===== config.mk =====
export PLATFORM = sky130hd
export DESIGN_NAME = mini_core_top
export DESIGN_NICKNAME = d
export VERILOG_FILES = /design/src/core_pkg.sv /design/src/read_arbiter.sv /design/src/fetch_unit.sv /design/src/inst_decode.sv /design/src/load_execute.sv /design/src/result_writeback.sv /design/src/mini_core_top.sv
export SDC_FILE = /design/constraint.sdc
export NUM_CORES = 1
export LEC_CHECK = 0
export BUFFER_PORTS_ARGS = -buffer_cell sky130_fd_sc_hd__buf_2
export CAP_MARGIN = 20
export CELL_PAD_IN_SITES_DETAIL_PLACEMENT = 2
export CELL_PAD_IN_SITES_GLOBAL_PLACEMENT = 2
export CORE_MARGIN = 8
export CORE_UTILIZATION = 51
export CTS_CLUSTER_SIZE = 12
export DETAILED_ROUTE_END_ITERATION = 12
export PLACE_DENSITY_LB_ADDON = 0.3
export SLEW_MARGIN = 30
export SYNTH_ARGS = -nofsm -noshare
export SYNTH_HDL_FRONTEND = slang
export SYNTH_HIERARCHICAL = 1
export SYNTH_SLANG_ARGS = --single-unit

===== constraint.sdc =====
create_clock -name clk -period 6.6 [get_ports clk]
set_input_delay 0.33 -clock clk [delete_from_list [all_inputs] [get_ports clk]]
set_output_delay 0.33 -clock clk [all_outputs]
set_load 0.02 [all_outputs]

===== src/core_pkg.sv =====
// Shared types and constants for the RV32 load/ADDI core slice.
// Every RTL file and the testbench import this package by wildcard.
// Holds the vector typedefs, opcode and funct3 codes, the arbiter state
// and the structs passed between pipeline stages.

package core_pkg;

    // ========================================================================
    // widths with a meaning
    // ========================================================================
    typedef logic [31:0] word_t;
    typedef logic [31:0] addr_t;
    typedef logic [4:0]  reg_idx_t;
    typedef logic [2:0]  axi_size_t;

    localparam addr_t pc_reset = 32'h0000_0000;
    // ADDI x0, x0, 0
    localparam word_t nop_word = 32'h0000_0013;

    localparam logic [6:0] opc_load   = 7'b000_0011;
    localparam logic [6:0] opc_op_imm = 7'b001_0011;

    localparam logic [2:0] f3_lb   = 3'b000;
    localparam logic [2:0] f3_lh   = 3'b001;
    localparam logic [2:0] f3_lw   = 3'b010;
    localparam logic [2:0] f3_lbu  = 3'b100;
    localparam logic [2:0] f3_lhu  = 3'b101;
    localparam logic [2:0] f3_addi = 3'b000;

    localparam logic [1:0] resp_okay = 2'b00;
    localparam logic [3:0] arb_id    = 4'h0;

    typedef enum logic [1:0] {
        arb_idle,
        arb_addr,
        arb_wait,
        arb_done
    } arb_state_e;

    // ========================================================================
    // stage payloads
    // ========================================================================
    typedef struct packed {
        addr_t     addr;
        axi_size_t size;
    } read_req_t;

    typedef struct packed {
        word_t data;
        logic  err;
    } read_rsp_t;

    typedef struct packed {
        addr_t      pc;
        logic       is_load;
        logic       illegal;
        logic [2:0] funct3;
        reg_idx_t   rd;
        reg_idx_t   rs1;
        word_t      imm;
    } decoded_op_t;

    // value is the ADDI sum, or the raw load word before alignment
    typedef struct packed {
        addr_t      pc;
        reg_idx_t   rd;
        word_t      value;
        logic       is_load;
        logic [2:0] funct3;
        logic [1:0] byte_off;
        logic       err;
    } result_t;

    typedef struct packed {
        addr_t    pc;
        reg_idx_t rd;
        word_t    value;
        logic     we;
    } retire_t;

endpackage


===== src/read_arbiter.sv =====
// Shares one single-beat AXI read master between instruction fetch and
// load data. The load side wins when both request in the same cycle.
// Picks the 32-bit lane of the 64-bit read data by address bit 2 and
// flags bad response codes or IDs on load responses.

`timescale 1ns/1ps

module read_arbiter
    import core_pkg::*;
(
    input  logic        clk,
    input  logic        rst,
    // fetch side
    input  addr_t       ifetch_addr,
    input  logic        ifetch_valid,
    output logic        ifetch_ready,
    output word_t       ifetch_data,
    output logic        ifetch_data_valid,
    input  logic        ifetch_data_ready,
    // load side
    input  read_req_t   load_req,
    input  logic        load_req_valid,
    output logic        load_req_ready,
    output read_rsp_t   load_rsp,
    output logic        load_rsp_valid,
    input  logic        load_rsp_ready,
    // AXI read channels
    output logic        arvalid,
    input  logic        arready,
    output addr_t       araddr,
    output axi_size_t   arsize,
    output logic [3:0]  arid,
    output logic [7:0]  arlen,
    output logic [1:0]  arburst,
    input  logic        rvalid,
    output logic        rready,
    input  logic [1:0]  rresp,
    input  logic [63:0] rdata,
    input  logic        rlast,
    input  logic [3:0]  rid
);

    arb_state_e state;
    logic       grant_load;
    word_t      rsp_data;
    logic       rsp_err;
    logic       ifetch_take;
    logic       load_take;
    logic       rsp_take;
    logic       last_beat;

    // data side only needs an idle arbiter, fetch also yields to it
    assign load_req_ready = (state == arb_idle);
    assign ifetch_ready   = (state == arb_idle) && !load_req_valid;

    assign ifetch_take = ifetch_valid && ifetch_ready;
    assign load_take   = load_req_valid && load_req_ready;
    assign last_beat   = rvalid && rready && rlast;

    assign ifetch_data_valid = (state == arb_done) && !grant_load;
    assign load_rsp_valid    = (state == arb_done) && grant_load;
    assign ifetch_data       = rsp_data;
    assign load_rsp          = '{data: rsp_data, err: rsp_err};
    assign rsp_take          = grant_load ? load_rsp_ready : ifetch_data_ready;

    assign arvalid = (state == arb_addr);
    assign rready  = (state == arb_wait);
    assign arid    = arb_id;
    assign arlen   = 8'd0;
    // FIXED burst
    assign arburst = 2'b00;

    // ========================================================================
    // state machine
    // ========================================================================
    always_ff @(posedge clk) begin
        if (rst) begin
            state      <= arb_idle;
            grant_load <= 1'b0;
        end else begin
            case (state)
                arb_idle: begin
                    if (load_take || ifetch_take) begin
                        state      <= arb_addr;
                        grant_load <= load_take;
                    end
                end
                arb_addr: if (arready) state <= arb_wait;
                arb_wait: if (last_beat) state <= arb_done;
                arb_done: if (rsp_take) state <= arb_idle;
                default:  state <= arb_idle;
            endcase
        end
    end

    // request capture, fetches are always full words
    always_ff @(posedge clk) begin
        if (load_take) begin
            araddr <= load_req.addr;
            arsize <= load_req.size;
        end else if (ifetch_take) begin
            araddr <= ifetch_addr;
            arsize <= 3'd2;
        end
    end

    // lane select and response check on the final beat
    always_ff @(posedge clk) begin
        if (last_beat) begin
            rsp_data <= araddr[2] ? rdata[63:32] : rdata[31:0];
            rsp_err  <= (rresp != resp_okay) || (rid != arb_id);
        end
    end

endmodule


===== src/fetch_unit.sv =====
// Instruction fetch. Holds the pc and keeps one fetched word for decode.
// A new fetch goes out as soon as the buffer is empty, so the next word
// can arrive while an older load is still waiting on the bus.

`timescale 1ns/1ps

module fetch_unit
    import core_pkg::*;
(
    input  logic  clk,
    input  logic  rst,
    output addr_t ifetch_addr,
    output logic  ifetch_valid,
    input  logic  ifetch_ready,
    input  word_t ifetch_data,
    input  logic  ifetch_data_valid,
    output logic  ifetch_data_ready,
    output word_t inst_word,
    output addr_t inst_pc,
    output logic  inst_valid,
    input  logic  inst_ready
);

    addr_t pc;
    logic  pending;
    logic  buf_valid;

    // one request in flight, and never while the buffer is occupied
    assign ifetch_addr       = pc;
    assign ifetch_valid      = !pending && !buf_valid;
    assign ifetch_data_ready = !buf_valid;
    assign inst_valid        = buf_valid;

    always_ff @(posedge clk) begin
        if (rst) begin
            pc        <= pc_reset;
            pending   <= 1'b0;
            buf_valid <= 1'b0;
        end else begin
            if (ifetch_valid && ifetch_ready) begin
                pc      <= pc + 32'd4;
                pending <= 1'b1;
            end
            if (ifetch_data_valid && ifetch_data_ready) begin
                pending   <= 1'b0;
                buf_valid <= 1'b1;
            end else if (inst_valid && inst_ready) begin
                buf_valid <= 1'b0;
            end
        end
    end

    // pc already moved past the word in flight
    always_ff @(posedge clk) begin
        if (ifetch_data_valid && ifetch_data_ready) begin
            inst_word <= ifetch_data;
            inst_pc   <= pc - 32'd4;
        end
    end

endmodule


===== src/inst_decode.sv =====
// Decode stage. Turns an instruction word into a registered decoded op.
// Only ADDI and the five loads are legal; anything else is marked illegal
// and decoded as a NOP so it retires without writing a register.

`timescale 1ns/1ps

module inst_decode
    import core_pkg::*;
(
    input  logic        clk,
    input  logic        rst,
    input  word_t       inst_word,
    input  addr_t       inst_pc,
    input  logic        inst_valid,
    output logic        inst_ready,
    output decoded_op_t op,
    output logic        op_valid,
    input  logic        op_ready
);

    decoded_op_t dec;
    word_t       word;
    logic [6:0]  opcode;
    logic [2:0]  funct3;
    logic        is_addi;
    logic        is_load;

    assign opcode = inst_word[6:0];
    assign funct3 = inst_word[14:12];

    assign is_addi = (opcode == opc_op_imm) && (funct3 == f3_addi);
    assign is_load = (opcode == opc_load) &&
                     ((funct3 == f3_lb)  || (funct3 == f3_lh) || (funct3 == f3_lw) ||
                      (funct3 == f3_lbu) || (funct3 == f3_lhu));

    // illegal words become ADDI x0, x0, 0
    assign word = (is_addi || is_load) ? inst_word : nop_word;

    always_comb begin
        dec.pc      = inst_pc;
        dec.is_load = is_load;
        dec.illegal = !(is_addi || is_load);
        dec.funct3  = word[14:12];
        dec.rd      = word[11:7];
        dec.rs1     = word[19:15];
        dec.imm     = {{20{word[31]}}, word[31:20]};
    end

    // take a word when the output register is free or draining
    assign inst_ready = !op_valid || op_ready;

    always_ff @(posedge clk) begin
        if (rst) begin
            op_valid <= 1'b0;
        end else if (inst_valid && inst_ready) begin
            op_valid <= 1'b1;
        end else if (op_ready) begin
            op_valid <= 1'b0;
        end
    end

    always_ff @(posedge clk) begin
        if (inst_valid && inst_ready) begin
            op <= dec;
        end
    end

endmodule


===== src/load_execute.sv =====
// Execute stage. Adds rs1 and the immediate: that sum is the ADDI result
// or the load address. Loads go out through the arbiter and the raw word
// comes back into the result, which writeback aligns and extends.

`timescale 1ns/1ps

module load_execute
    import core_pkg::*;
(
    input  logic        clk,
    input  logic        rst,
    input  decoded_op_t op,
    input  logic        op_valid,
    output logic        op_ready,
    output reg_idx_t    rs1_idx,
    input  word_t       rs1_data,
    output read_req_t   load_req,
    output logic        load_req_valid,
    input  logic        load_req_ready,
    input  read_rsp_t   load_rsp,
    input  logic        load_rsp_valid,
    output logic        load_rsp_ready,
    output result_t     res,
    output logic        res_valid,
    input  logic        res_ready
);

    typedef enum logic [1:0] {
        ex_idle,
        ex_req,
        ex_wait,
        ex_res
    } ex_state_e;

    ex_state_e state;
    word_t     sum;
    logic      take_op;

    assign rs1_idx = op.rs1;
    assign sum     = rs1_data + op.imm;
    assign take_op = op_valid && op_ready;

    assign op_ready       = (state == ex_idle);
    assign load_req_valid = (state == ex_req);
    assign load_rsp_ready = (state == ex_wait);
    assign res_valid      = (state == ex_res);

    // res.value holds the address until the load data replaces it
    assign load_req = '{addr: res.value, size: {1'b0, res.funct3[1:0]}};

    always_ff @(posedge clk) begin
        if (rst) begin
            state <= ex_idle;
        end else begin
            case (state)
                ex_idle: if (take_op) state <= op.is_load ? ex_req : ex_res;
                ex_req:  if (load_req_ready) state <= ex_wait;
                ex_wait: if (load_rsp_valid) state <= ex_res;
                ex_res:  if (res_ready) state <= ex_idle;
                default: state <= ex_idle;
            endcase
        end
    end

    always_ff @(posedge clk) begin
        if (take_op) begin
            res.pc       <= op.pc;
            res.rd       <= op.rd;
            res.value    <= sum;
            res.is_load  <= op.is_load;
            res.funct3   <= op.funct3;
            res.byte_off <= sum[1:0];
            res.err      <= 1'b0;
        end else if (load_rsp_valid && load_rsp_ready) begin
            res.value <= load_rsp.data;
            res.err   <= load_rsp.err;
        end
    end

endmodule


===== src/result_writeback.sv =====
// Writeback stage with the 32-entry register file. Aligns load data by
// byte offset and extends it by funct3, writes rd and emits one retire
// record per result. The pending write is forwarded to the rs1 read.

`timescale 1ns/1ps

module result_writeback
    import core_pkg::*;
(
    input  logic     clk,
    input  logic     rst,
    input  result_t  res,
    input  logic     res_valid,
    output logic     res_ready,
    input  reg_idx_t rs1_idx,
    output word_t    rs1_data,
    output retire_t  retire,
    output logic     retire_valid,
    output logic     bus_error
);

    word_t rf [32];
    word_t shifted;
    word_t load_val;
    logic  take_res;

    // busy only in the cycle the register file is written
    assign res_ready = !retire_valid;
    assign take_res  = res_valid && res_ready;

    assign shifted = res.value >> {res.byte_off, 3'b000};

    always_comb begin
        case (res.funct3)
            f3_lb:   load_val = {{24{shifted[7]}}, shifted[7:0]};
            f3_lh:   load_val = {{16{shifted[15]}}, shifted[15:0]};
            f3_lbu:  load_val = {24'd0, shifted[7:0]};
            f3_lhu:  load_val = {16'd0, shifted[15:0]};
            default: load_val = shifted;
        endcase
    end

    // x0 reads zero, the write in progress overrides the array
    always_comb begin
        if (rs1_idx == 5'd0) begin
            rs1_data = '0;
        end else if (retire_valid && retire.we && (retire.rd == rs1_idx)) begin
            rs1_data = retire.value;
        end else begin
            rs1_data = rf[rs1_idx];
        end
    end

    always_ff @(posedge clk) begin
        if (rst) begin
            retire_valid <= 1'b0;
            bus_error    <= 1'b0;
        end else begin
            retire_valid <= take_res;
            if (take_res && res.is_load && res.err) begin
                bus_error <= 1'b1;
            end
        end
    end

    always_ff @(posedge clk) begin
        if (take_res) begin
            retire.pc    <= res.pc;
            retire.rd    <= res.rd;
            retire.value <= res.is_load ? load_val : res.value;
            retire.we    <= (res.rd != 5'd0);
        end
    end

    always_ff @(posedge clk) begin
        if (retire_valid && retire.we) begin
            rf[retire.rd] <= retire.value;
        end
    end

endmodule


===== src/mini_core_top.sv =====
// Top level of the core slice: fetch, decode, execute and writeback
// around one shared AXI read port. Instance ports connect by name to the
// nets below. Also keeps the sticky illegal instruction flag.

`timescale 1ns/1ps

module mini_core_top
    import core_pkg::*;
(
    input  logic        clk,
    input  logic        rst,
    // AXI read master
    output logic        arvalid,
    input  logic        arready,
    output addr_t       araddr,
    output axi_size_t   arsize,
    output logic [3:0]  arid,
    output logic [7:0]  arlen,
    output logic [1:0]  arburst,
    input  logic        rvalid,
    output logic        rready,
    input  logic [1:0]  rresp,
    input  logic [63:0] rdata,
    input  logic        rlast,
    input  logic [3:0]  rid,
    // retirement and status
    output retire_t     retire,
    output logic        retire_valid,
    output logic        illegal_inst,
    output logic        bus_error
);

    // ========================================================================
    // stage to stage nets
    // ========================================================================
    addr_t       ifetch_addr;
    logic        ifetch_valid;
    logic        ifetch_ready;
    word_t       ifetch_data;
    logic        ifetch_data_valid;
    logic        ifetch_data_ready;

    word_t       inst_word;
    addr_t       inst_pc;
    logic        inst_valid;
    logic        inst_ready;

    decoded_op_t op;
    logic        op_valid;
    logic        op_ready;

    reg_idx_t    rs1_idx;
    word_t       rs1_data;
    read_req_t   load_req;
    logic        load_req_valid;
    logic        load_req_ready;
    read_rsp_t   load_rsp;
    logic        load_rsp_valid;
    logic        load_rsp_ready;

    result_t     res;
    logic        res_valid;
    logic        res_ready;

    fetch_unit       fetch_i  (.*);
    inst_decode      decode_i (.*);
    load_execute     exec_i   (.*);
    result_writeback wb_i     (.*);
    read_arbiter     arb_i    (.*);

    // set once execute accepts an illegal op
    always_ff @(posedge clk) begin
        if (rst) begin
            illegal_inst <= 1'b0;
        end else if (op_valid && op_ready && op.illegal) begin
            illegal_inst <= 1'b1;
        end
    end

endmodule


==> metrics.txt, run 1 <==
status did not finish; Halt Stage 3_5_place_dp; Err [ERROR DPL-0033] detailed placement checks failed during check placement.; initial cell density of the core 0.516; top_reg_cell synth edfxtp_1; flops & latches, synth roughly 1,400; HPWL after DPL 127,000 um; fraction of registers with async set or reset after synthesis 0; placement row count 122; sequential-to-total area share from yosys stat 0.729; # port buffers 184; RePlAce Congestion 0.879; post-synthesis instance total 3,286; die width 351 um; Avg Inst Size Synth 17.4 um2; chip height between 300 and 400 um; I/O Pins 199; synthesized cell area 57,100 um2; number of synthesized flops with an enable pin 1,358; Distinct cells, synth 89; total number of yosys warnings 6
==> synth_stat cells (50+ instances only) <==
cell         n  area share
a21oi_1     79      0.0069
buf_4      124       0.016
clkbuf_1   115      0.0076
edfxtp_1  1358        0.71
mux2_2      91       0.018
mux2i_1    210       0.037
mux4_2     161       0.063
nand2_1    203       0.013
nand3_1     57      0.0050
nor2_1      91      0.0060
nor2b_1     50      0.0055
o21ai_0     82      0.0072
==> per-stage QoR <==
step | setup WS [ps] | instances | hold WS [ps] | cell area (um2)
after global placement | 1390 | 4793 | 400 | 59500
after floorplan | 2190 | 3302 | 399 | 57200
==> logic make-up after synthesis <==
kind of cell    share of synthesized area
simple gates                       0.0499
flops                               0.729
other cells                      0.000197
xor+xnor                          0.00935
mux                                 0.120
fa+ha+maj                         0.00955
compound gates                     0.0518
buf+inv                            0.0307
==> run 2: changes to the inputs <==
Settings changed: CELL_PAD_IN_SITES_DETAIL_PLACEMENT 2 to default, CELL_PAD_IN_SITES_GLOBAL_PLACEMENT 2 to default, CORE_UTILIZATION 51 to 40, CTS_CLUSTER_SIZE 12 to default, PLACE_DENSITY_LB_ADDON 0.3 to 0.15.
==> metrics.txt, run 2 <==
status completed; slowest stage delay, CP 680 ps; maximum vdd drop approximately 0.00028 V; Synth top area share 0.714 (unchanged); via count about 31,000; Hold Path Class input pin to flip-flop; crit end category flip-flop; total number of yosys warnings 6 (unchanged); TNS Setup 0 ps; die width 394 um (+12%); Synth area leaders edfxtp_1 71%, mux4_2 6.3%, mux2i_1 3.7%; total number of H-tree levels 4; area of the core between 100,000 and 150,000 um2; top-count cell post-synth edfxtp_1; placement row count 138 (+13%); commonest cells after routing, fill and taps aside 1,358 x edfxtp_1, 210 x mux2i_1, 201 x nand2_1; Final setup viols 0; # port buffers 184 (unchanged); CP required 7100 ps; top flop regs wb_i/rf (1024), wb_i/retire (70), decode_i/op (59); Largest Register wb_i/rf; first-pass GRT wire length 231,000 um; Placed Area about 60,000 um2; initial cell density of the core 0.403 (-0.112); Avg Inst Size Synth 17.4 um2 (unchanged); max cap viols 0; HPWL after DPL 97,900 um (-23%); I/O Pins 199 (unchanged); CP cell instances buf_12, xor2_1, nor4_1, nand3_1, nor2_2, buf_4, buf_4, a32o_1, ha_1, a211oi_1, nor2_2, o311ai_2, o31ai_1, a21o_1, a21oi_1, xor2_1, o21ai_0; slack of the critical path about 1100 ps; post-synthesis instance total 3,286 (unchanged); flops & latches, synth 1,400 (unchanged); Slew headroom 0.332; CP Class flip-flop to flip-flop; crit path DAT 5990 ps; Distinct cells, synth 89 (unchanged); drt first pass iters 5; Clock Latency Late Sink 780 ps; Max clock buf depth 3; number of synthesized flops with an enable pin 1,358 (unchanged); DIE AREA 155,000 um2; area grow syn2layout 15.1%; fraction of registers with async set or reset after synthesis 0 (unchanged); total grt overflow 0; RePlAce Congestion 0.842 (-4.2%); Lkg Pwr 0.0221 uW; Routed Antenna Nets 0; Largest register FFs 1,024; unrepaired setup endpoints after global routing no; top_reg_cell synth edfxtp_1; largest net degree at the start of global routing 67; Tot GR Track Use 0.202; Post-Layout Cell Count 5,549; min-delay src arready; Layout Utilization 0.464; Routed wire per std cell between 20 and 30 um; Worst R2R Start decode_i/op[33]; ratio of cells with drive above 1 in the final layout 0.230; final worst path period share 0.832; Clock Skews 30.6 ps; CP startpoint kind flip-flop; most common cell after layout, fill and taps aside edfxtp_1; chip height 394 um (+12%); Post-route DRC 0; Synth top cells by count 1,358 x edfxtp_1, 210 x mux2i_1, 203 x nand2_1, 161 x mux4_2, 124 x buf_4; placed cells roughly 5,200; vias in the first global route 32,200; critical path's slowest cell edfxtp_1; Worst Setup SP decode_i/op[33]; routed wire length approximately 160,000 um; Vias/cell 5.65; post-synth top area cell edfxtp_1; Pwr Density 330 nW/um2; fin nets 3,655; Final Hold Fails 0; TritonCTS clock tree built; initial antenna violation count 3; pre-CTS setup slack 1190 ps; total CTS buffers 151; synthesized cell area 57,100 um2 (unchanged); CP Max Fanout 66; Tmin final 5490 ps; sequential-to-total area share from yosys stat 0.729 (unchanged); worst-margin pin slew 1000 ps; clk sinks 1,400; Finished Cell Area 65,700 um2; initial DRC count 2,852; Slew Viols, Final 0; Clock transition at path regs 60 ps; f_max approximately 180 MHz; clk root buf clkbuf_16
[run 2: kinds of logic (layout without fill, tap and decap cells)]
logic type      count (synthesis)  after routing  share of synthesized area
fa+ha+maj                      43             43                    0.00955
compound gates                419            419                     0.0518
flops                        1400           1400                      0.729
simple gates                  563            563                     0.0499
buf+inv                       326            678                     0.0307
other cells                     3             24                   0.000197
mux                           471            471                      0.120
xor+xnor                       61             61                    0.00935
[run 2: where the power goes]
part	total, uW	switching, uW	internal (uW)
clock	8290	3460	4830
combinational	3000	1880	1120
sequential	10400	162	10200
[run 2: cell type report]
| class | instances | area, um2 |
|---|---|---|
| fillers | 12100 | 75800 |
| clock buffers | 188 | 3960 |
| flip-flops and latches | 1400 | 41600 |
| inverters | 38 | 143 |
| multi-input cells | 1576 | 14100 |
| clock inverters | 82 | 895 |
| well taps | 1890 | 2360 |
| diodes | 5 | 12.5 |
| repair buffers | 370 | 2640 |
[run 2: per-layer routing]
layer	part of all wire	global-route usage	vias to the layer above
met5	0	0	-
met4	0.025	0.0540	0
met3	0.061	0.0368	235
met2	0.49	0.336	1226
met1	0.43	0.276	16500
li1	-	-	13400
[run 2: critical path, delay by kind of cell, from the launching register on]
family                   cells  cell delay (ps)
AO/OA/AOI/OAI                7             1840
buffers and inverters        3             1240
AND/OR/NAND/NOR              4              720
flip-flops                   1              680
adder cells (fa/ha/maj)      1              340
XOR/XNOR                     2              330
[run 2: timing repair]
| item | 4_1_cts | 5_1_grt |
|---|---|---|
| hold buffers | 67 | 0 |
| endpoints found under the hold margin | 33 | 0 |
| setup buffers | 0 | 0 |
| gates resized for setup | 0 | 0 |
[run 2: worst paths after layout]
kind	end	slack [ps]	cells after the start
setup / recovery	exec_i/load_req[21]	1110	17
hold / removal	arb_i/state[1]	110	4
hold reg to reg	wb_i/retire[47]	410	0
setup reg to reg	exec_i/load_req[21]	1110	17
[run 2: per-stage QoR]
stage	total power (uW)	hold WS [ps]
floorplan	12500	399
global placement	13400	401
detailed placement	13500	405
CTS	21900	42.9
global route	22400	84.3
finish	21700	112
No activity file was read; power rests on OpenSTA's default activity.
==> run 3: changes to the inputs <==
Settings changed: ABC_AREA from default to 1.
Clock period 6.6 ns to 5.15 ns, I/O delays scaled along.
==> metrics.txt, run 3 <==
status completed; routed wire length 184,000 um (+15%); Total Power 28,100 uW (+30%); worst-margin pin slew 1020 ps (+13.6 ps); Max clock buf depth 3 (unchanged); Levels on crit path 15 (-2); sequential-to-total area share from yosys stat 0.687 (-0.0411); HPWL after DPL 114,000 um (+17%); I/O Pins 199 (unchanged); post-synthesis instance total 5,446 (+66%); Tot GR Track Use 0.220 (+0.0179); fin nets 5,774 (+58%); Routed Antenna Nets 0 (unchanged); Layout Utilization 0.462 (-0.00212); Post-Layout Cell Count 7,793 (+40%); crit end category flip-flop; placement row count 142 (+2.9%); initial DRC count 4,107 (+44%); initial antenna violation count 3 (unchanged); WHS 130 ps (+17.8 ps); FILL cells 13,900 (+14%); synthesized cell area 60,500 um2 (+6.0%); die width 405 um (+2.8%); post-synth top area cell edfxtp_1; Crit path max-delay family buffers and inverters; largest net degree at the start of global routing 100 (+49%); Final Hold Fails 0 (unchanged); hold depth 4 (unchanged); Worst R2R Start decode_i/op[32]; CP Max Fanout 99 (+50%); Reg2Reg Depth 15 (-2); Post-route DRC 0 (unchanged); # port buffers 184 (unchanged); Worst Setup SP decode_i/op[32]; chip height 405 um (+2.8%); number of synthesized flops with an enable pin 1,358 (unchanged); final worst path period share 0.843 (+0.0110); Synth top cells by count 1,358 x edfxtp_1, 1,248 x nand2_1, 731 x nor2_1, 490 x nand3_1, 405 x o21ai_0; PostCTS Resize Cnt 0 (unchanged); CP required 5660 ps (-1440 ps); CP Class flip-flop to flip-flop; crit path DAT 4860 ps (-1130 ps); area of the core 150,000 um2 (+6.0%); vias in the first global route 39,500 (+23%); Largest register FFs 1,024 (unchanged); total grt overflow 0 (unchanged); drt first pass iters 8 (+3); max cap viols 0 (unchanged); DIE AREA 164,000 um2 (+5.7%); Slew headroom 0.322 (-0.0107); area grow syn2layout 14.6%; Synth area leaders edfxtp_1 67%, nand2_1 7.7%, nor2_1 4.5%; slowest stage delay, CP 450 ps (-230 ps); TritonCTS clock tree built; first-pass GRT wire length 270,000 um (+17%); Bufs and invs on worst path 3 (unchanged); Hold Path Class input pin to flip-flop; Slew Viols, Final 0 (unchanged); Distinct cells, synth 58 (-35%); Final setup viols 0 (unchanged); Clock transition at path regs 60 ps (about the same); maximum vdd drop 0.000368 V (+34%); min-delay src rlast; flops & latches, synth 1,400 (unchanged); RePlAce Congestion 0.895 (+6.4%); total number of yosys warnings 6 (unchanged); Routed wire per std cell 23.7 um (-18%); Largest Register wb_i/rf; Avg Inst Size Synth 11.1 um2 (-36%); commonest cells after routing, fill and taps aside 1,358 x edfxtp_1, 1,248 x nand2_1, 697 x nor2_1; fraction of registers with async set or reset after synthesis 0 (unchanged); critical path's slowest cell edfxtp_1; Synth top area share 0.674 (-0.0403); CP cell instances buf_4, buf_12, nand2_1, a21oi_2, nand3_2, buf_12, o21ai_0, a21oi_1, ha_1, fa_1, nand3_1, nand3_1, a21oi_2, xor2_1, o21ai_0; unrepaired setup endpoints after global routing no; f_max 230 MHz (+26%); top_reg_cell synth edfxtp_1; ratio of cells with drive above 1 in the final layout 0.129 (-0.102); Clock Skews 34.9 ps (+4.27 ps); CP startpoint kind flip-flop; TNS Setup 0 ps (unchanged); clk root buf clkbuf_16; Pwr Density 405 nW/um2 (+23%); Clock Latency Late Sink 790 ps (about the same); top flop regs wb_i/rf (1024), wb_i/retire (70), decode_i/op (59); initial cell density of the core 0.403 (about the same); clk sinks 1,400 (unchanged); Lkg Pwr 0.0255 uW (+15%); total CTS buffers 153 (+1.3%); most common cell after layout, fill and taps aside edfxtp_1; placed cells 7,442 (+43%); via count 41,000 (+31%); Vias/cell 5.26 (-6.9%); Tmin final 4340 ps (-1150 ps); total number of H-tree levels 4 (unchanged); top-count cell post-synth edfxtp_1
-- run 3: cell count changes after synthesis, sizes merged, moves of 210 or more --
cell / previous run / this run
inv: 38 / 283
mux2i: 210 / 0
nand2: 204 / 1272
nand3: 57 / 509
nor2: 92 / 761
o21ai: 91 / 453
-- run 3: timing repair --
item,in CTS,in global routing
endpoints found under the hold margin,49,0
setup buffers,0,0
hold buffers,74,0
-- run 3: layout make-up --
type,count,area (um2),share of cell area
Antenna cell,2,5.00,0.0000721
Clock buffer,192,4060,0.0585
Clock inverter,82,786,0.0113
Inverter,286,1090,0.0157
Multi-Input combinational cell,3397,16000,0.231
Sequential cell,1400,41600,0.600
Tap cell,2016,2520,0.0363
Timing Repair Buffer,418,3310,0.0477
-- run 3: path summary, 6_finish.rpt --
kind,slack (ps),endpoint
min,130,arb_i/rsp_err
min reg2reg,420,exec_i/res[39]
max reg2reg,810,exec_i/load_req[11]
max,810,exec_i/load_req[11]
-- run 3: worst register-to-register path: cells and delay by family, from the launching register on --
kind | cells | cell delay [ps]
AO/OA/AOI/OAI | 5 | 890
XOR/XNOR | 1 | 200
adder cells (fa/ha/maj) | 2 | 750
buffers and inverters | 3 | 940
flip-flops | 1 | 450
AND/OR/NAND/NOR | 4 | 850
-- run 3: through the flow --
stage	area (um2)	setup WS (ps)
after floorplan	60600	1110
after global placement	63700	868
after detailed placement	63800	861
after CTS	69400	862
after global routing	69400	626
final	69400	807
-- run 3: report_power, final --
group,switching [uW],internal [uW]
Clock,4550,6120
Sequential,163,13000
Combinational,2900,1310
-- run 3: cells by family (layout without fill, tap and decap cells) --
kind of cell | Yosys count | after routing | synth area share
and+or+nand+nor | 2592 | 2592 | 0.179
DFF | 1400 | 1400 | 0.687
AOI/OAI and AO/OA | 669 | 669 | 0.0586
buffers and inverters | 665 | 978 | 0.0537
adders and majority gates | 43 | 43 | 0.00901
xor gates and xnor gates | 41 | 41 | 0.00593
muxes | 33 | 33 | 0.00626
other | 3 | 21 | 0.000186
-- run 3: routing by layer --
layer | GRT usage | wire length [um] | up-vias | part of all wire
met5 | 0 | 0 | - | 0
met4 | 0.0574 | 4170 | 0 | 0.023
met3 | 0.0384 | 12800 | 237 | 0.069
met2 | 0.348 | 85200 | 1379 | 0.46
met1 | 0.316 | 82300 | 20300 | 0.45
li1 | - | - | 19100 | -
